## src/include/core_region_config.svh

```systemverilog
`ifndef CORE_REGION_CONFIG_SVH
`define CORE_REGION_CONFIG_SVH

// word address width of the unified RAM (4096 words)
`define RAM_ADDR_WIDTH 12

// address bits 31:24 that select the local RAM
`define LOCAL_REGION 8'h00

`endif

```

## src/design/core_region_pkg.sv

```systemverilog
`default_nettype none

`include "core_region_config.svh"

package core_region_pkg;

  // data and address word
  typedef logic [31:0] word_t;

  typedef logic [3:0] be_t;

  // source of the pending load/store response
  typedef enum logic
  {
    TGT_RAM = 1'b0,
    TGT_BUS = 1'b1
  } target_e;

  // byte address inside the unified RAM
  typedef logic [`RAM_ADDR_WIDTH+1:0] ram_addr_t;

endpackage

`default_nettype wire

```

## src/design/mem_req_if.sv

```systemverilog
`timescale 1ns/1ps
`default_nettype none

// request/grant/rvalid memory port
interface mem_req_if;

  logic                   req;
  logic                   gnt;
  logic                   rvalid;
  core_region_pkg::word_t addr;
  logic                   we;
  core_region_pkg::be_t   be;
  core_region_pkg::word_t wdata;
  core_region_pkg::word_t rdata;

  modport master
  (
    output req,
    output addr,
    output we,
    output be,
    output wdata,
    input  gnt,
    input  rvalid,
    input  rdata
  );

  modport slave
  (
    input  req,
    input  addr,
    input  we,
    input  be,
    input  wdata,
    output gnt,
    output rvalid,
    output rdata
  );

endinterface

`default_nettype wire

```

## src/design/lsu_router.sv

```systemverilog
`timescale 1ns/1ps
`default_nettype none

`include "core_region_config.svh"

module lsu_router
(
  input  logic                   clk,
  input  logic                   rst_n,

  // load/store port from the core
  input  logic                   lsu_req_i,
  output logic                   lsu_gnt_o,
  output logic                   lsu_rvalid_o,
  input  core_region_pkg::word_t lsu_addr_i,
  input  logic                   lsu_we_i,
  input  core_region_pkg::be_t   lsu_be_i,
  input  core_region_pkg::word_t lsu_wdata_i,
  output core_region_pkg::word_t lsu_rdata_o,

  // system bus
  output logic                   bus_req_o,
  input  logic                   bus_gnt_i,
  input  logic                   bus_rvalid_i,
  output core_region_pkg::word_t bus_addr_o,
  output logic                   bus_we_o,
  output core_region_pkg::be_t   bus_be_o,
  output core_region_pkg::word_t bus_wdata_o,
  input  core_region_pkg::word_t bus_rdata_i,

  mem_req_if.master              ram_port
);

  logic is_local;

  core_region_pkg::target_e target_q;
  core_region_pkg::target_e target_d;

  // address decode
  assign is_local = (lsu_addr_i[31:24] == `LOCAL_REGION);

  assign ram_port.req   = lsu_req_i & is_local;
  assign ram_port.addr  = lsu_addr_i;
  assign ram_port.we    = lsu_we_i;
  assign ram_port.be    = lsu_be_i;
  assign ram_port.wdata = lsu_wdata_i;

  assign bus_req_o   = lsu_req_i & ~is_local;
  assign bus_addr_o  = lsu_addr_i;
  assign bus_we_o    = lsu_we_i;
  assign bus_be_o    = lsu_be_i;
  assign bus_wdata_o = lsu_wdata_i;

  // grant of the chosen target, next response source
  always_comb
  begin
    target_d  = target_q;
    lsu_gnt_o = 1'b0;

    if (bus_req_o)
    begin
      lsu_gnt_o = bus_gnt_i;
      if (bus_gnt_i)
      begin
        target_d = core_region_pkg::TGT_BUS;
      end
    end
    else if (ram_port.req)
    begin
      lsu_gnt_o = ram_port.gnt;
      if (ram_port.gnt)
      begin
        target_d = core_region_pkg::TGT_RAM;
      end
    end
  end

  always_ff @(posedge clk, negedge rst_n)
  begin
    if (rst_n == 1'b0)
    begin
      target_q <= core_region_pkg::TGT_RAM;
    end
    else
    begin
      target_q <= target_d;
    end
  end

  // one outstanding access, so target_q names the responder
  always_comb
  begin
    case (target_q)
      core_region_pkg::TGT_BUS:
      begin
        lsu_rvalid_o = bus_rvalid_i;
        lsu_rdata_o  = bus_rdata_i;
      end
      default:
      begin
        lsu_rvalid_o = ram_port.rvalid;
        lsu_rdata_o  = ram_port.rdata;
      end
    endcase
  end

endmodule

`default_nettype wire

```

## src/flat_wrapper.sv

```systemverilog
// flat-port wrapper written by rule: the top's interface ports become plain ports
module lsu_router_flat 
  (clk, rst_n, lsu_req_i, lsu_gnt_o, lsu_rvalid_o, lsu_addr_i, lsu_we_i, lsu_be_i, lsu_wdata_i, lsu_rdata_o, bus_req_o, bus_gnt_i, bus_rvalid_i, bus_addr_o, bus_we_o, bus_be_o, bus_wdata_o, bus_rdata_i, ram_port_req, ram_port_addr, ram_port_we, ram_port_be, ram_port_wdata, ram_port_gnt, ram_port_rvalid, ram_port_rdata);
  mem_req_if ram_port_i ();
  input  logic clk;
  input  logic rst_n;
  input  logic lsu_req_i;
  output logic lsu_gnt_o;
  output logic lsu_rvalid_o;
  input  core_region_pkg::word_t lsu_addr_i;
  input  logic lsu_we_i;
  input  core_region_pkg::be_t lsu_be_i;
  input  core_region_pkg::word_t lsu_wdata_i;
  output core_region_pkg::word_t lsu_rdata_o;
  output logic bus_req_o;
  input  logic bus_gnt_i;
  input  logic bus_rvalid_i;
  output core_region_pkg::word_t bus_addr_o;
  output logic bus_we_o;
  output core_region_pkg::be_t bus_be_o;
  output core_region_pkg::word_t bus_wdata_o;
  input  core_region_pkg::word_t bus_rdata_i;
  output wire logic [$bits(ram_port_i.req)-1:0] ram_port_req;
  output wire logic [$bits(ram_port_i.addr)-1:0] ram_port_addr;
  output wire logic [$bits(ram_port_i.we)-1:0] ram_port_we;
  output wire logic [$bits(ram_port_i.be)-1:0] ram_port_be;
  output wire logic [$bits(ram_port_i.wdata)-1:0] ram_port_wdata;
  input wire logic [$bits(ram_port_i.gnt)-1:0] ram_port_gnt;
  input wire logic [$bits(ram_port_i.rvalid)-1:0] ram_port_rvalid;
  input wire logic [$bits(ram_port_i.rdata)-1:0] ram_port_rdata;
  assign ram_port_req = ram_port_i.req;
  assign ram_port_addr = ram_port_i.addr;
  assign ram_port_we = ram_port_i.we;
  assign ram_port_be = ram_port_i.be;
  assign ram_port_wdata = ram_port_i.wdata;
  assign ram_port_i.gnt = ram_port_gnt;
  assign ram_port_i.rvalid = ram_port_rvalid;
  assign ram_port_i.rdata = ram_port_rdata;
  lsu_router u_core (.clk(clk), .rst_n(rst_n), .lsu_req_i(lsu_req_i), .lsu_gnt_o(lsu_gnt_o), .lsu_rvalid_o(lsu_rvalid_o), .lsu_addr_i(lsu_addr_i), .lsu_we_i(lsu_we_i), .lsu_be_i(lsu_be_i), .lsu_wdata_i(lsu_wdata_i), .lsu_rdata_o(lsu_rdata_o), .bus_req_o(bus_req_o), .bus_gnt_i(bus_gnt_i), .bus_rvalid_i(bus_rvalid_i), .bus_addr_o(bus_addr_o), .bus_we_o(bus_we_o), .bus_be_o(bus_be_o), .bus_wdata_o(bus_wdata_o), .bus_rdata_i(bus_rdata_i), .ram_port(ram_port_i));
endmodule
```

## config.mk

```make
export PLATFORM = sky130hd
export DESIGN_NAME = lsu_router_flat
export DESIGN_NICKNAME = d
export VERILOG_FILES = /design/src/design/core_region_pkg.sv /design/src/design/mem_req_if.sv /design/src/design/lsu_router.sv /design/src/flat_wrapper.sv
export VERILOG_INCLUDE_DIRS = /design/src /design/src/include
export SDC_FILE = /design/constraint.sdc
export NUM_CORES = 1
export LEC_CHECK = 0
export ABC_CLOCK_PERIOD_IN_PS = 1600
export BUFFER_PORTS_ARGS = -buffer_cell sky130_fd_sc_hd__clkbuf_2
export CORE_AREA = 4 4 119 121
export DETAILED_ROUTE_END_ITERATION = 8
export DIE_AREA = 0 0 123 125
export GPL_TIMING_DRIVEN = 0
export SLEW_MARGIN = 15
export SYNTH_ARGS = -nofsm -noshare
export SYNTH_HDL_FRONTEND = slang
export SYNTH_SLANG_ARGS = --single-unit
```

## constraint.sdc

```tcl
create_clock -name clk -period 1.6 [get_ports clk]
set_clock_uncertainty 0.1 [all_clocks]
set_input_delay 0.24 -clock clk [delete_from_list [all_inputs] [get_ports clk]]
set_output_delay 0.24 -clock clk [all_outputs]
set_load 0.005 [all_outputs]
```

# --- Word-level counts from Yosys, hierarchy flattened ---
# Index checks and enable logic that the tools add are counted.
op_classes:
  n_eq_ne: 1
  muxes: 8
  n_bitwise: 3
  n_reduce_logical: 4
op_table:
  columns: ["op", "count"]
  rows:
  - ["$mux W32", 1]
  - ["$logic_not A8 Y1", 1]
  - ["$mux W1", 7]
  - ["$reduce_bool A2 Y1", 2]
  - ["$reduce_and A3 Y1", 1]
  - ["$and A1 B1 Y1", 2]
  - ["$ne A2 B1 Y1 const B", 1]
  - ["$not A1 Y1", 1]
totals:
  ff_bits: 1
  in_bits: 140
  output_inout_bits: 174
  word_cells: 17

# --- Logic depth before layout (Yosys ltp) ---
depth:
  depth_word: 5
  ltp_mapped: 4
  ltp_nobuf: 3

# --- Worst setup path after synthesis ---
# No wires, ideal clock.
synth_path:
  kind: "register -> output"
  start: "register u_core.target_q"
  end: "output lsu_rdata_o[21]"
  arrival_ps: 920
  required_ps: 1260
  path_slack_ps: 340
  stages_incl_launch_ff: 4
  n_path_buf: 2
  path_cell_list: "dfrtp_1 -> buf_6 -> buf_6 -> mux2_2"
synth_via:
  elab_chain_cells: 1
synth_lines:
  columns: ["item", "line_no", "source"]
  rows:
  - ["start: declaration", "lsu_router.sv:36", "core_region_pkg::target_e target_q;"]
  - ["start signal: assignment", "lsu_router.sv:82", "target_q <= core_region_pkg::TGT_RAM;"]
  - ["start signal: assignment", "lsu_router.sv:86", "target_q <= target_d;"]
  - ["$mux W32", "lsu_router.sv:93", "case (target_q)"]
  - ["end: declaration", "flat_wrapper.sv:14", "output core_region_pkg::word_t lsu_rdata_o;"]
# No other way between the ends.

# --- Worst setup path after layout ---
layout_path:
  start: "register u_core.target_q"
  end: "output lsu_rdata_o[24]"
# The elaborated chain is that of the path after synthesis.

==> run metrics <==
most common library cells after synthesis 138 x buf_4, 31 x mux2_2, 4 x buf_6; MaxCap Viol Count 0; Clk Latency, worst-skew pair 0 ps; total negative setup slack 0 ps; critical path fanouts, max 10; met2 usage 13.54%; crit end category primary output; antenna-violating nets left 0; M1 GR Usage 8.629%; max FFs per register 1; WP data arrival 1150 ps; DR vias/cell 3.068; Final nets 582; RSZ-0062 raised after global routing false; vias in the first global route 1859; total core area 0.01309 mm²; initial core utilization 11.93%; Main synth FF type dfrtp_1; Pleak 0.001933 µW; die width 123 µm; initial antenna violation count 0; Post-Syn Area per Cell 8.350 µm²; setup bufs post-CTS 0; fillers 1471; fin crit period 1494 ps; Synth top area share 66.35%; final setup fails 0; Slew @ Worst Pin 214.0 ps; register area 25.02 µm²; post-synth net total 327; vias 1890; Place WS 53.37 ps; Req. time, crit path 1260 ps; Max Fclk 669.5 MHz; row cnt 42; gr ovfl total 0; Slew HR 85.63%; DRT iter0 DRCs 17; GR Util met3 0.6323%; WL final 6366 µm; biggest regs u_core.target_q: 1 flops; final hold violations 0; Synth cell types 12; top post-synthesis cells by area buf_4 66%, mux2_2 22%, buf_6 2.9%, mux2_4 1.9%, dfrtp_1 1.6%; DR pass1 iterations 4; busiest grt layer met2; flops & latches, synth 1; Pwr Density 228.1 mW/mm²; gp weighted congestion 0.7390; Critical Path Source Type register; Area Growth Syn to Fin 96.71%; post-synthesis sequential area ratio 1.603%; Slew Viols, Final 0; post-synthesis cell area 0.001561 mm²; final setup margin 106.3 ps; Multi-input gate area 474.2 µm²; largest net degree at the start of global routing 11; first-pass GRT wire length 9045 µm; status complete, no violations; HPWL after DPL 6091 µm; CTS clk-pin slew, worst paths 0 ps; # IOs 314; largest area contributor in the netlist buf_4; layout cell share with drive strength beyond 1 97.73%; DRC viols 0; die area 0.01538 mm²; # port buffers 252; largest register by flop count u_core.target_q; Hold Crit Class in2reg; GR Util All Layers 6.948%; Chip Height 125 µm; number of synthesized flops with an enable pin 0; Tcrit/Tclk final 93.36%; Placed Area 0.003043 mm²; Ys Warns 0; Peak VDD IR 0.08335 mV; Post-Synthesis Cells 187; fin area 0.003072 mm²; ys async rst share 100.0%; count leader, synth buf_4; n_diodes 0; CP Class reg2out; WL/cell 10.33 µm
==> critical path, cell delays in order (launching register included) <==
cell and delay, ps:
dfrtp_1 330, buf_6 160, buf_6 180, mux2_2 360
clkbuf_2 120
==> routing by layer <==
layer	share of wire (%)	vias to the layer above	wire length, µm
met1	36	810	2274
li1	-	967	-
met5	0	-	0
met2	55	113	3472
met3	9.7	0	619
met4	0	0	0
==> cells by family (layout without fill, tap and decap cells) <==
family | after synthesis | in the layout | synth area share [%]
mux | 34 | 34 | 24.92
buf+inv | 142 | 395 | 69.23
simple gates | 8 | 8 | 3.606
flops | 1 | 1 | 1.602
compound gates | 2 | 2 | 0.6411
==> what timing repair did <==
| item | in CTS | in global routing |
|---|---|---|
| setup endpoints to repair | 0 | 1 |
| resized for setup | 0 | 3 |
| hold buffers | 1 | 0 |
| endpoints found under the hold margin | 1 | 0 |
==> path summary, 6_finish.rpt <==
check | start | endpoint | slack [ps] | cells after the start
max in group asynchronous | rst_n | u_core.target_q | 820 | 2
max reg2reg | u_core.target_q | u_core.target_q | 530 | 4
max | u_core.target_q | lsu_rdata_o[24] | 110 | 4
min in group asynchronous | rst_n | u_core.target_q | 490 | 2
min | ram_port_gnt | u_core.target_q | 440 | 4
min reg2reg | u_core.target_q | u_core.target_q | 750 | 4
==> cell type report <==
cell class | count | area share, %
Timing Repair Buffer | 253 | 41.38
Sequential cell | 1 | 0.8147
Buffer | 142 | 35.19
Tap cell | 176 | 7.169
Multi-Input combinational cell | 44 | 15.44
==> placed cells by master, fill, tap and decap left out <==
master         synthesis  final
clkbuf_2               0    252
buf_4                138    138
mux2_2                31     31
buf_6                  4      4
nand2_1                3      3
mux2_4                 2      2
nor4_4                 0      2
a21oi_1                2      2
and2_4                 0      1
nor2b_1                1      1
and3_1                 1      1
mux2i_1                1      1
dlygate4sd3_1          0      1
dfrtp_1                1      1
==> stage by stage <==
step | utilization (%) | power [µW] | std cells | hold slack, ps
detailed placement | 23.25 | 704.2 | 615 | -83.03
global route | 23.47 | 762.8 | 616 | 485.9
finish | 23.47 | 700.6 | 616 | 444.3
global placement | 23.25 | 698.7 | 615 | -83.38
CTS | 23.33 | 708.3 | 616 | 453.5
floorplan | - | 367.2 | 187 | -155.6
==> report_power, final <==
part / internal (µW) / switching, µW
registers: 25.9 / 0.0712
logic: 463 / 212
clock network: 0 / 0
Power figures use the tool's default switching activity.
