[src/include/core_region_config.svh]
`ifndef CORE_REGION_CONFIG_SVH
`define CORE_REGION_CONFIG_SVH

// word address width of the unified RAM (4096 words)
`define RAM_ADDR_WIDTH 12

// address bits 31:24 that select the local RAM
`define LOCAL_REGION 8'h00

`endif

[src/design/core_region_pkg.sv]
`default_nettype none

`include "core_region_config.svh"

package core_region_pkg;

  // data and address word
  typedef logic [31:0] word_t;

  typedef logic [3:0] be_t;

  // source of the pending load/store response
  typedef enum logic
  {
    TGT_RAM = 1'b0,
    TGT_BUS = 1'b1
  } target_e;

  // byte address inside the unified RAM
  typedef logic [`RAM_ADDR_WIDTH+1:0] ram_addr_t;

endpackage

`default_nettype wire

[src/design/mem_req_if.sv]
`timescale 1ns/1ps
`default_nettype none

// request/grant/rvalid memory port
interface mem_req_if;

  logic                   req;
  logic                   gnt;
  logic                   rvalid;
  core_region_pkg::word_t addr;
  logic                   we;
  core_region_pkg::be_t   be;
  core_region_pkg::word_t wdata;
  core_region_pkg::word_t rdata;

  modport master
  (
    output req,
    output addr,
    output we,
    output be,
    output wdata,
    input  gnt,
    input  rvalid,
    input  rdata
  );

  modport slave
  (
    input  req,
    input  addr,
    input  we,
    input  be,
    input  wdata,
    output gnt,
    output rvalid,
    output rdata
  );

endinterface

`default_nettype wire

[src/design/ram_port_if.sv]
`timescale 1ns/1ps
`default_nettype none

// plain RAM port with rdata the cycle after en
interface ram_port_if;

  logic                       en;
  core_region_pkg::ram_addr_t addr;
  logic                       we;
  core_region_pkg::be_t       be;
  core_region_pkg::word_t     wdata;
  core_region_pkg::word_t     rdata;

  modport requester
  (
    output en,
    output addr,
    output we,
    output be,
    output wdata,
    input  rdata
  );

  modport memory
  (
    input  en,
    input  addr,
    input  we,
    input  be,
    input  wdata,
    output rdata
  );

endinterface

`default_nettype wire

[src/design/ram_arbiter.sv]
`timescale 1ns/1ps
`default_nettype none

module ram_arbiter
(
  input  logic                       clk,
  input  logic                       rst_n,

  // external port
  input  logic                       ext_req_i,
  input  logic                       ext_we_i,
  input  core_region_pkg::ram_addr_t ext_addr_i,
  input  core_region_pkg::be_t       ext_be_i,
  input  core_region_pkg::word_t     ext_wdata_i,
  output logic                       ext_gnt_o,
  output logic                       ext_rvalid_o,
  output core_region_pkg::word_t     ext_rdata_o,

  // core data port
  mem_req_if.slave                   core_port,

  ram_port_if.requester              ram
);

  core_region_pkg::ram_addr_t core_addr;

  logic rsp_q;
  logic ext_owner_q;

  assign core_addr = core_region_pkg::ram_addr_t'(core_port.addr);

  // external port has fixed priority
  assign ext_gnt_o      = ext_req_i;
  assign core_port.gnt  = core_port.req & ~ext_req_i;

  always_comb
  begin
    ram.en    = ext_req_i | core_port.req;
    ram.addr  = core_addr;
    ram.we    = core_port.we;
    ram.be    = core_port.be;
    ram.wdata = core_port.wdata;

    if (ext_req_i)
    begin
      ram.addr  = ext_addr_i;
      ram.we    = ext_we_i;
      ram.be    = ext_be_i;
      ram.wdata = ext_wdata_i;
    end
  end

  // remember who owns the access now in the RAM
  always_ff @(posedge clk, negedge rst_n)
  begin
    if (rst_n == 1'b0)
    begin
      rsp_q       <= 1'b0;
      ext_owner_q <= 1'b0;
    end
    else
    begin
      rsp_q       <= ram.en;
      ext_owner_q <= ext_req_i;
    end
  end

  assign ext_rvalid_o     = rsp_q & ext_owner_q;
  assign core_port.rvalid = rsp_q & ~ext_owner_q;

  assign ext_rdata_o     = ext_owner_q ? ram.rdata : '0;
  assign core_port.rdata = ext_owner_q ? '0 : ram.rdata;

endmodule

`default_nettype wire

[src/flat_wrapper.sv]
// flat-port wrapper written by rule: the top's interface ports become plain ports
module ram_arbiter_flat 
  (clk, rst_n, ext_req_i, ext_we_i, ext_addr_i, ext_be_i, ext_wdata_i, ext_gnt_o, ext_rvalid_o, ext_rdata_o, core_port_req, core_port_addr, core_port_we, core_port_be, core_port_wdata, core_port_gnt, core_port_rvalid, core_port_rdata, ram_en, ram_addr, ram_we, ram_be, ram_wdata, ram_rdata);
  mem_req_if core_port_i ();
  ram_port_if ram_i ();
  input  logic clk;
  input  logic rst_n;
  input  logic ext_req_i;
  input  logic ext_we_i;
  input  core_region_pkg::ram_addr_t ext_addr_i;
  input  core_region_pkg::be_t ext_be_i;
  input  core_region_pkg::word_t ext_wdata_i;
  output logic ext_gnt_o;
  output logic ext_rvalid_o;
  output core_region_pkg::word_t ext_rdata_o;
  input wire logic [$bits(core_port_i.req)-1:0] core_port_req;
  input wire logic [$bits(core_port_i.addr)-1:0] core_port_addr;
  input wire logic [$bits(core_port_i.we)-1:0] core_port_we;
  input wire logic [$bits(core_port_i.be)-1:0] core_port_be;
  input wire logic [$bits(core_port_i.wdata)-1:0] core_port_wdata;
  output wire logic [$bits(core_port_i.gnt)-1:0] core_port_gnt;
  output wire logic [$bits(core_port_i.rvalid)-1:0] core_port_rvalid;
  output wire logic [$bits(core_port_i.rdata)-1:0] core_port_rdata;
  output wire logic [$bits(ram_i.en)-1:0] ram_en;
  output wire logic [$bits(ram_i.addr)-1:0] ram_addr;
  output wire logic [$bits(ram_i.we)-1:0] ram_we;
  output wire logic [$bits(ram_i.be)-1:0] ram_be;
  output wire logic [$bits(ram_i.wdata)-1:0] ram_wdata;
  input wire logic [$bits(ram_i.rdata)-1:0] ram_rdata;
  assign core_port_i.req = core_port_req;
  assign core_port_i.addr = core_port_addr;
  assign core_port_i.we = core_port_we;
  assign core_port_i.be = core_port_be;
  assign core_port_i.wdata = core_port_wdata;
  assign core_port_gnt = core_port_i.gnt;
  assign core_port_rvalid = core_port_i.rvalid;
  assign core_port_rdata = core_port_i.rdata;
  assign ram_en = ram_i.en;
  assign ram_addr = ram_i.addr;
  assign ram_we = ram_i.we;
  assign ram_be = ram_i.be;
  assign ram_wdata = ram_i.wdata;
  assign ram_i.rdata = ram_rdata;
  ram_arbiter u_core (.clk(clk), .rst_n(rst_n), .ext_req_i(ext_req_i), .ext_we_i(ext_we_i), .ext_addr_i(ext_addr_i), .ext_be_i(ext_be_i), .ext_wdata_i(ext_wdata_i), .ext_gnt_o(ext_gnt_o), .ext_rvalid_o(ext_rvalid_o), .ext_rdata_o(ext_rdata_o), .core_port(core_port_i), .ram(ram_i));
endmodule
[config.mk]
export PLATFORM = sky130hd
export DESIGN_NAME = ram_arbiter_flat
export DESIGN_NICKNAME = d
export VERILOG_FILES = /design/src/design/core_region_pkg.sv /design/src/design/mem_req_if.sv /design/src/design/ram_port_if.sv /design/src/design/ram_arbiter.sv /design/src/flat_wrapper.sv
export VERILOG_INCLUDE_DIRS = /design/src /design/src/include
export SDC_FILE = /design/constraint.sdc
export NUM_CORES = 1
export LEC_CHECK = 0
export BUFFER_PORTS_ARGS = -buffer_cell sky130_fd_sc_hd__buf_2
export CAP_MARGIN = 20
export CORE_AREA = 2 2 108 110
export DETAILED_ROUTE_END_ITERATION = 8
export DIE_AREA = 0 0 110 112
export GPL_ROUTABILITY_DRIVEN = 0
export PLACE_DENSITY = 0.52
export SYNTH_ARGS = -nofsm -noshare
export SYNTH_HDL_FRONTEND = slang
export SYNTH_SLANG_ARGS = --single-unit
[constraint.sdc]
create_clock -name clk -period 0.85 [get_ports clk]
set_input_delay 0.0425 -clock clk [delete_from_list [all_inputs] [get_ports clk]]
set_output_delay 0.0425 -clock clk [all_outputs]
set_load 0.01 [all_outputs]
# == Word-level counts from Yosys, hierarchy flattened ==
# Index checks and enable logic that the tools add are counted.
# word_totals
ff_bits,2
input_bits,156
output_inout_bits,120
wordCells,14
# op_classes
n_mux,6
bitwise_logic,6
# ops
cell,count
$mux W32,3
$mux W14,1
$mux W4,1
$and A1 B1 Y1,3
$not A1 Y1,2
$mux W1,1
$or A1 B1 Y1,1

# == Logic depth before layout (Yosys ltp) ==
# logic_depth
ltp_word,2
ltp_mapped,3
ltp_nobuf,1

# == Least setup slack after synthesis ==
# OpenSTA, ideal clock, no wires.
# synth_path
path_kind,register to output
start,register u_core.ext_owner_q
end,output port core_port_rdata[10]
arrival_time_ns,0.900
t_required_ns,0.808
setup_slack_ns,-0.093
stages_incl_launch_ff,4
path_buffers,2
path_cell_list,dfrtp_1 > buf_2 > buf_2 > and2b_1
# synth_between
elab_chain_len,1
# synth_rtl
item,line_no,rtl
from (decl),ram_arbiter.sv:28,logic ext_owner_q;
from (signal assigned),ram_arbiter.sv:64,ext_owner_q <= ext_req_i;
$mux W32,ram_arbiter.sv:72,assign core_port.rdata = ext_owner_q ? '0 : ram.rdata;
to (decl),flat_wrapper.sv:23,output wire logic [$bits(core_port_i.rdata)-1:0] core_port_rdata;
# Every way passes these cells.

# == Worst setup path after layout ==
# layout_path
start,register u_core.ext_owner_q
end,output port ext_rdata_o[4]
# layout_between
elab_chain_len,1
# layout_rtl
item,line_no,rtl
$mux W32,ram_arbiter.sv:71,assign ext_rdata_o = ext_owner_q ? ram.rdata : '0;
to (decl),flat_wrapper.sv:15,output core_region_pkg::word_t ext_rdata_o;
# Every way passes these cells.

==> results.md <==
* Predominant post-synthesis flop cell: dfrtp_1
* Core ar. at approximately 11000 µm²
* Die ar. at ~12000 µm²
* Maximum vdd drop at 0.000724 V
* Commonest cells in the netlist: 48 x mux2_4, 33 x and2_1, 23 x nor2b_1
* Switching portion of total power at 30.6%
* Crit path kind: reg2out
* Place WS at -0.147 ns
* CTS HTree Levels at 1
* CP startpoint kind: register
* Fmax at 826 MHz
* CTS tree: done
* Initial core utilization at between 10% and 20%
* Drt wl/cell at roughly 12 µm
* Crit Path Max Fanout at 33
* Seq/Total Area, Yosys at under 10%
* CP Capture Type: output pin
* CP endpoint: ext_rdata_o[4]
* DP Area at between 2000 and 3000 µm²
* Max_cap viols at 0
* DRT Pass-1 Iters at 4
* Slew of the pin with the lowest slew margin at around 0.18 ns
* Failing checks: negative setup slack
* CTS Root Cell: clkbuf_16
* Vias in the first global route at between 1500 and 2000
* Syn_area_per_cell at between 10 and 15 µm²
* Crit path time final at between 1 and 1.5 ns
* Sinks on the clock net at 2
* Outcome: finished, violations left
* Std cell rows at 39
* Count of final setup violators at between 80 and 90
* #FFs+latches synth at 2
* Largest area contributor in the netlist: mux2_4
* Post-route DRC violation count at 0
* Layout cells sized above 1 at between 80% and 90%
* Crit path cell chain: clkbuf_16, and2_1, buf_2
* Port Buffers at ~260
* Final Net Count at 551
* Synthesis warning total at 0
* Antenna cells at 0
* RSZ-0062 raised after global routing: yes
* Setup TNS at -22.38 ns
* Area Growth Syn to Fin at 140%
* Chip Height at between 100 and 150 µm
* Post-synth ARST share at between 90% and 100%
* Final period utilization at 142%
* Slowest Stage Delay on Critical Path at 0.44 ns
* CTS Buf Count at 3
* WL final at 6.47 mm
* Syn Inst Count at ~140
* Worst Hold Class: in2reg
* Worst Path Arrival at around 1.2 ns
* Clk pwr share at 27.7%
* Most frequent cell after synthesis: mux2_4
* Power per cell area at roughly 780 nW/µm²
* Chip width at between 100 and 150 µm
* Via Count at 1962
* Distinct cells, synth at 12
* Seq pwr share at approximately 4.2%
* Synth top area share at between 50% and 60%
* Overall power at approximately 2.6 mW
* Top Ports at 276
* Largest net degree at the start of global routing at 67
* Synth Cell Area at 1400 µm²
* Data required time of the worst path at slightly above 0.8 ns
* EDFF count, synth at 0
* Global-route total usage across every layer at 9.01%
* Initial DRC Count at 33
* Leakage at about 2.0 nW
* Detailed placement HPWL at approximately 5.2 mm
* Int Power at 1.83 mW
* Global-route wire length before repair at roughly 8.7 mm
* Synth area leaders: mux2_4 52%, and2_1 15%, nor2b_1 10%, buf_12 7.2%, and2b_1 5.9%
* Sw Pwr at 804 µW
* CTS clk-pin slew, worst paths at 0.03 ns
* Deepest clock path buffer count at 2
* Syn_nets at a little under 300
* Initial antenna violation count at 0
* Finished Cell Area at approximately 3400 µm²
* Final hold violations at 0
* Comb power frac at about two thirds
* Worst setup margin at -0.361 ns
* Routed Antenna Nets at 0
* Worst hold slack at roughly 0.042 ns
* Grt ovf at 0
* Final Max Slew Viols at 0
* DR vias/cell at roughly 3.7
* CP max-delay cell: dfrtp_2
* Max-slew headroom at 88.2%
* CP startpoint: u_core.ext_owner_q
## registers in the layout (all words and copies together), names as in the netlist
name	count
u_core.ext_owner_q	1
u_core.rsp_q	1
## worst max-delay path: cells and delay by family (launching register included)
family        cells  cell delay, ns
buf+inv           2            0.35
simple gates      1            0.15
flops             1            0.44
## cells in the final DEF (no fill, tap or decap), types with 3 or more instances in the layout
master       n
mux2_2       3
and2_4      13
buf_12       6
nor2b_2      7
and2b_1     11
and2_1      20
clkbuf_16    4
nor2b_1     15
buf_6       35
buf_16       5
mux2_4      48
buf_2      221
## cell type report
| cell class | instances | area, µm² |
|---|---|---|
| clock buffers | 4 | 78.8 |
| fillers | 1180 | 7820 |
| multi-input cells | 119 | 1250 |
| flip-flops and latches | 2 | 51.3 |
| well taps | 143 | 179 |
| repair buffers | 269 | 1790 |
## power by group through the flow
stage / clock network (mW) / logic, mW / registers, mW
5_1_grt: 0.748 / 1.92 / 0.111
2_1_floorplan: 0 / 0.850 / 0.104
3_5_place_dp: 0 / 1.50 / 0.108
3_3_place_gp: 0 / 1.48 / 0.108
4_1_cts: 0.743 / 1.77 / 0.107
6_report: 0.730 / 1.79 / 0.110
## stage by stage
| stage | utilization (%) | std cells |
|---|---|---|
| after floorplan | - | 135 |
| after global placement | 25.2 | 525 |
| after detailed placement | 25.2 | 525 |
| after CTS | 29.6 | 537 |
| after global routing | 30.0 | 537 |
| final | 30.0 | 537 |
## cells by family after synthesis
| group | count (synthesis) | synth area share, % |
|---|---|---|
| buffers and inverters | 14 | 10.9 |
| muxes | 51 | 54.1 |
| and+or+nand+nor | 68 | 31.5 |
| DFF | 2 | 3.59 |
## per-layer routing
layer / GRT usage (%) / part of all wire, % / wire (µm) / up-vias
met5: 0 / 0 / 0 / -
met4: 2.36 / 0.65 / 42 / 0
met3: 0.995 / 7.8 / 503 / 2
met2: 18.4 / 56 / 3620 / 124
met1: 9.27 / 36 / 2310 / 871
li1: - / - / - / 965
## worst min-delay path by stage
stage	from	endpoint	slack, ns	cells past startpoint
4_1_cts	core_port_req	u_core.rsp_q	0.04	2
3_3_place_gp	rst_n	u_core.rsp_q	-0.17	1
5_1_grt	core_port_req	u_core.rsp_q	0.06	2
3_5_place_dp	rst_n	u_core.rsp_q	-0.17	1
6_report	core_port_req	u_core.rsp_q	0.04	2
2_1_floorplan	rst_n	u_core.ext_owner_q	-0.25	0
## repair_timing
item | in CTS | in global routing
gates resized for setup | 43 | 10
gates cloned | 5 | 1
setup buffers | 2 | 0
hold buffers | 1 | 0
setup endpoints to repair | 118 | 89
hold endpoints to repair | 2 | 0
pin swaps | 2 | 0
(Power assumes the default switching activity.)
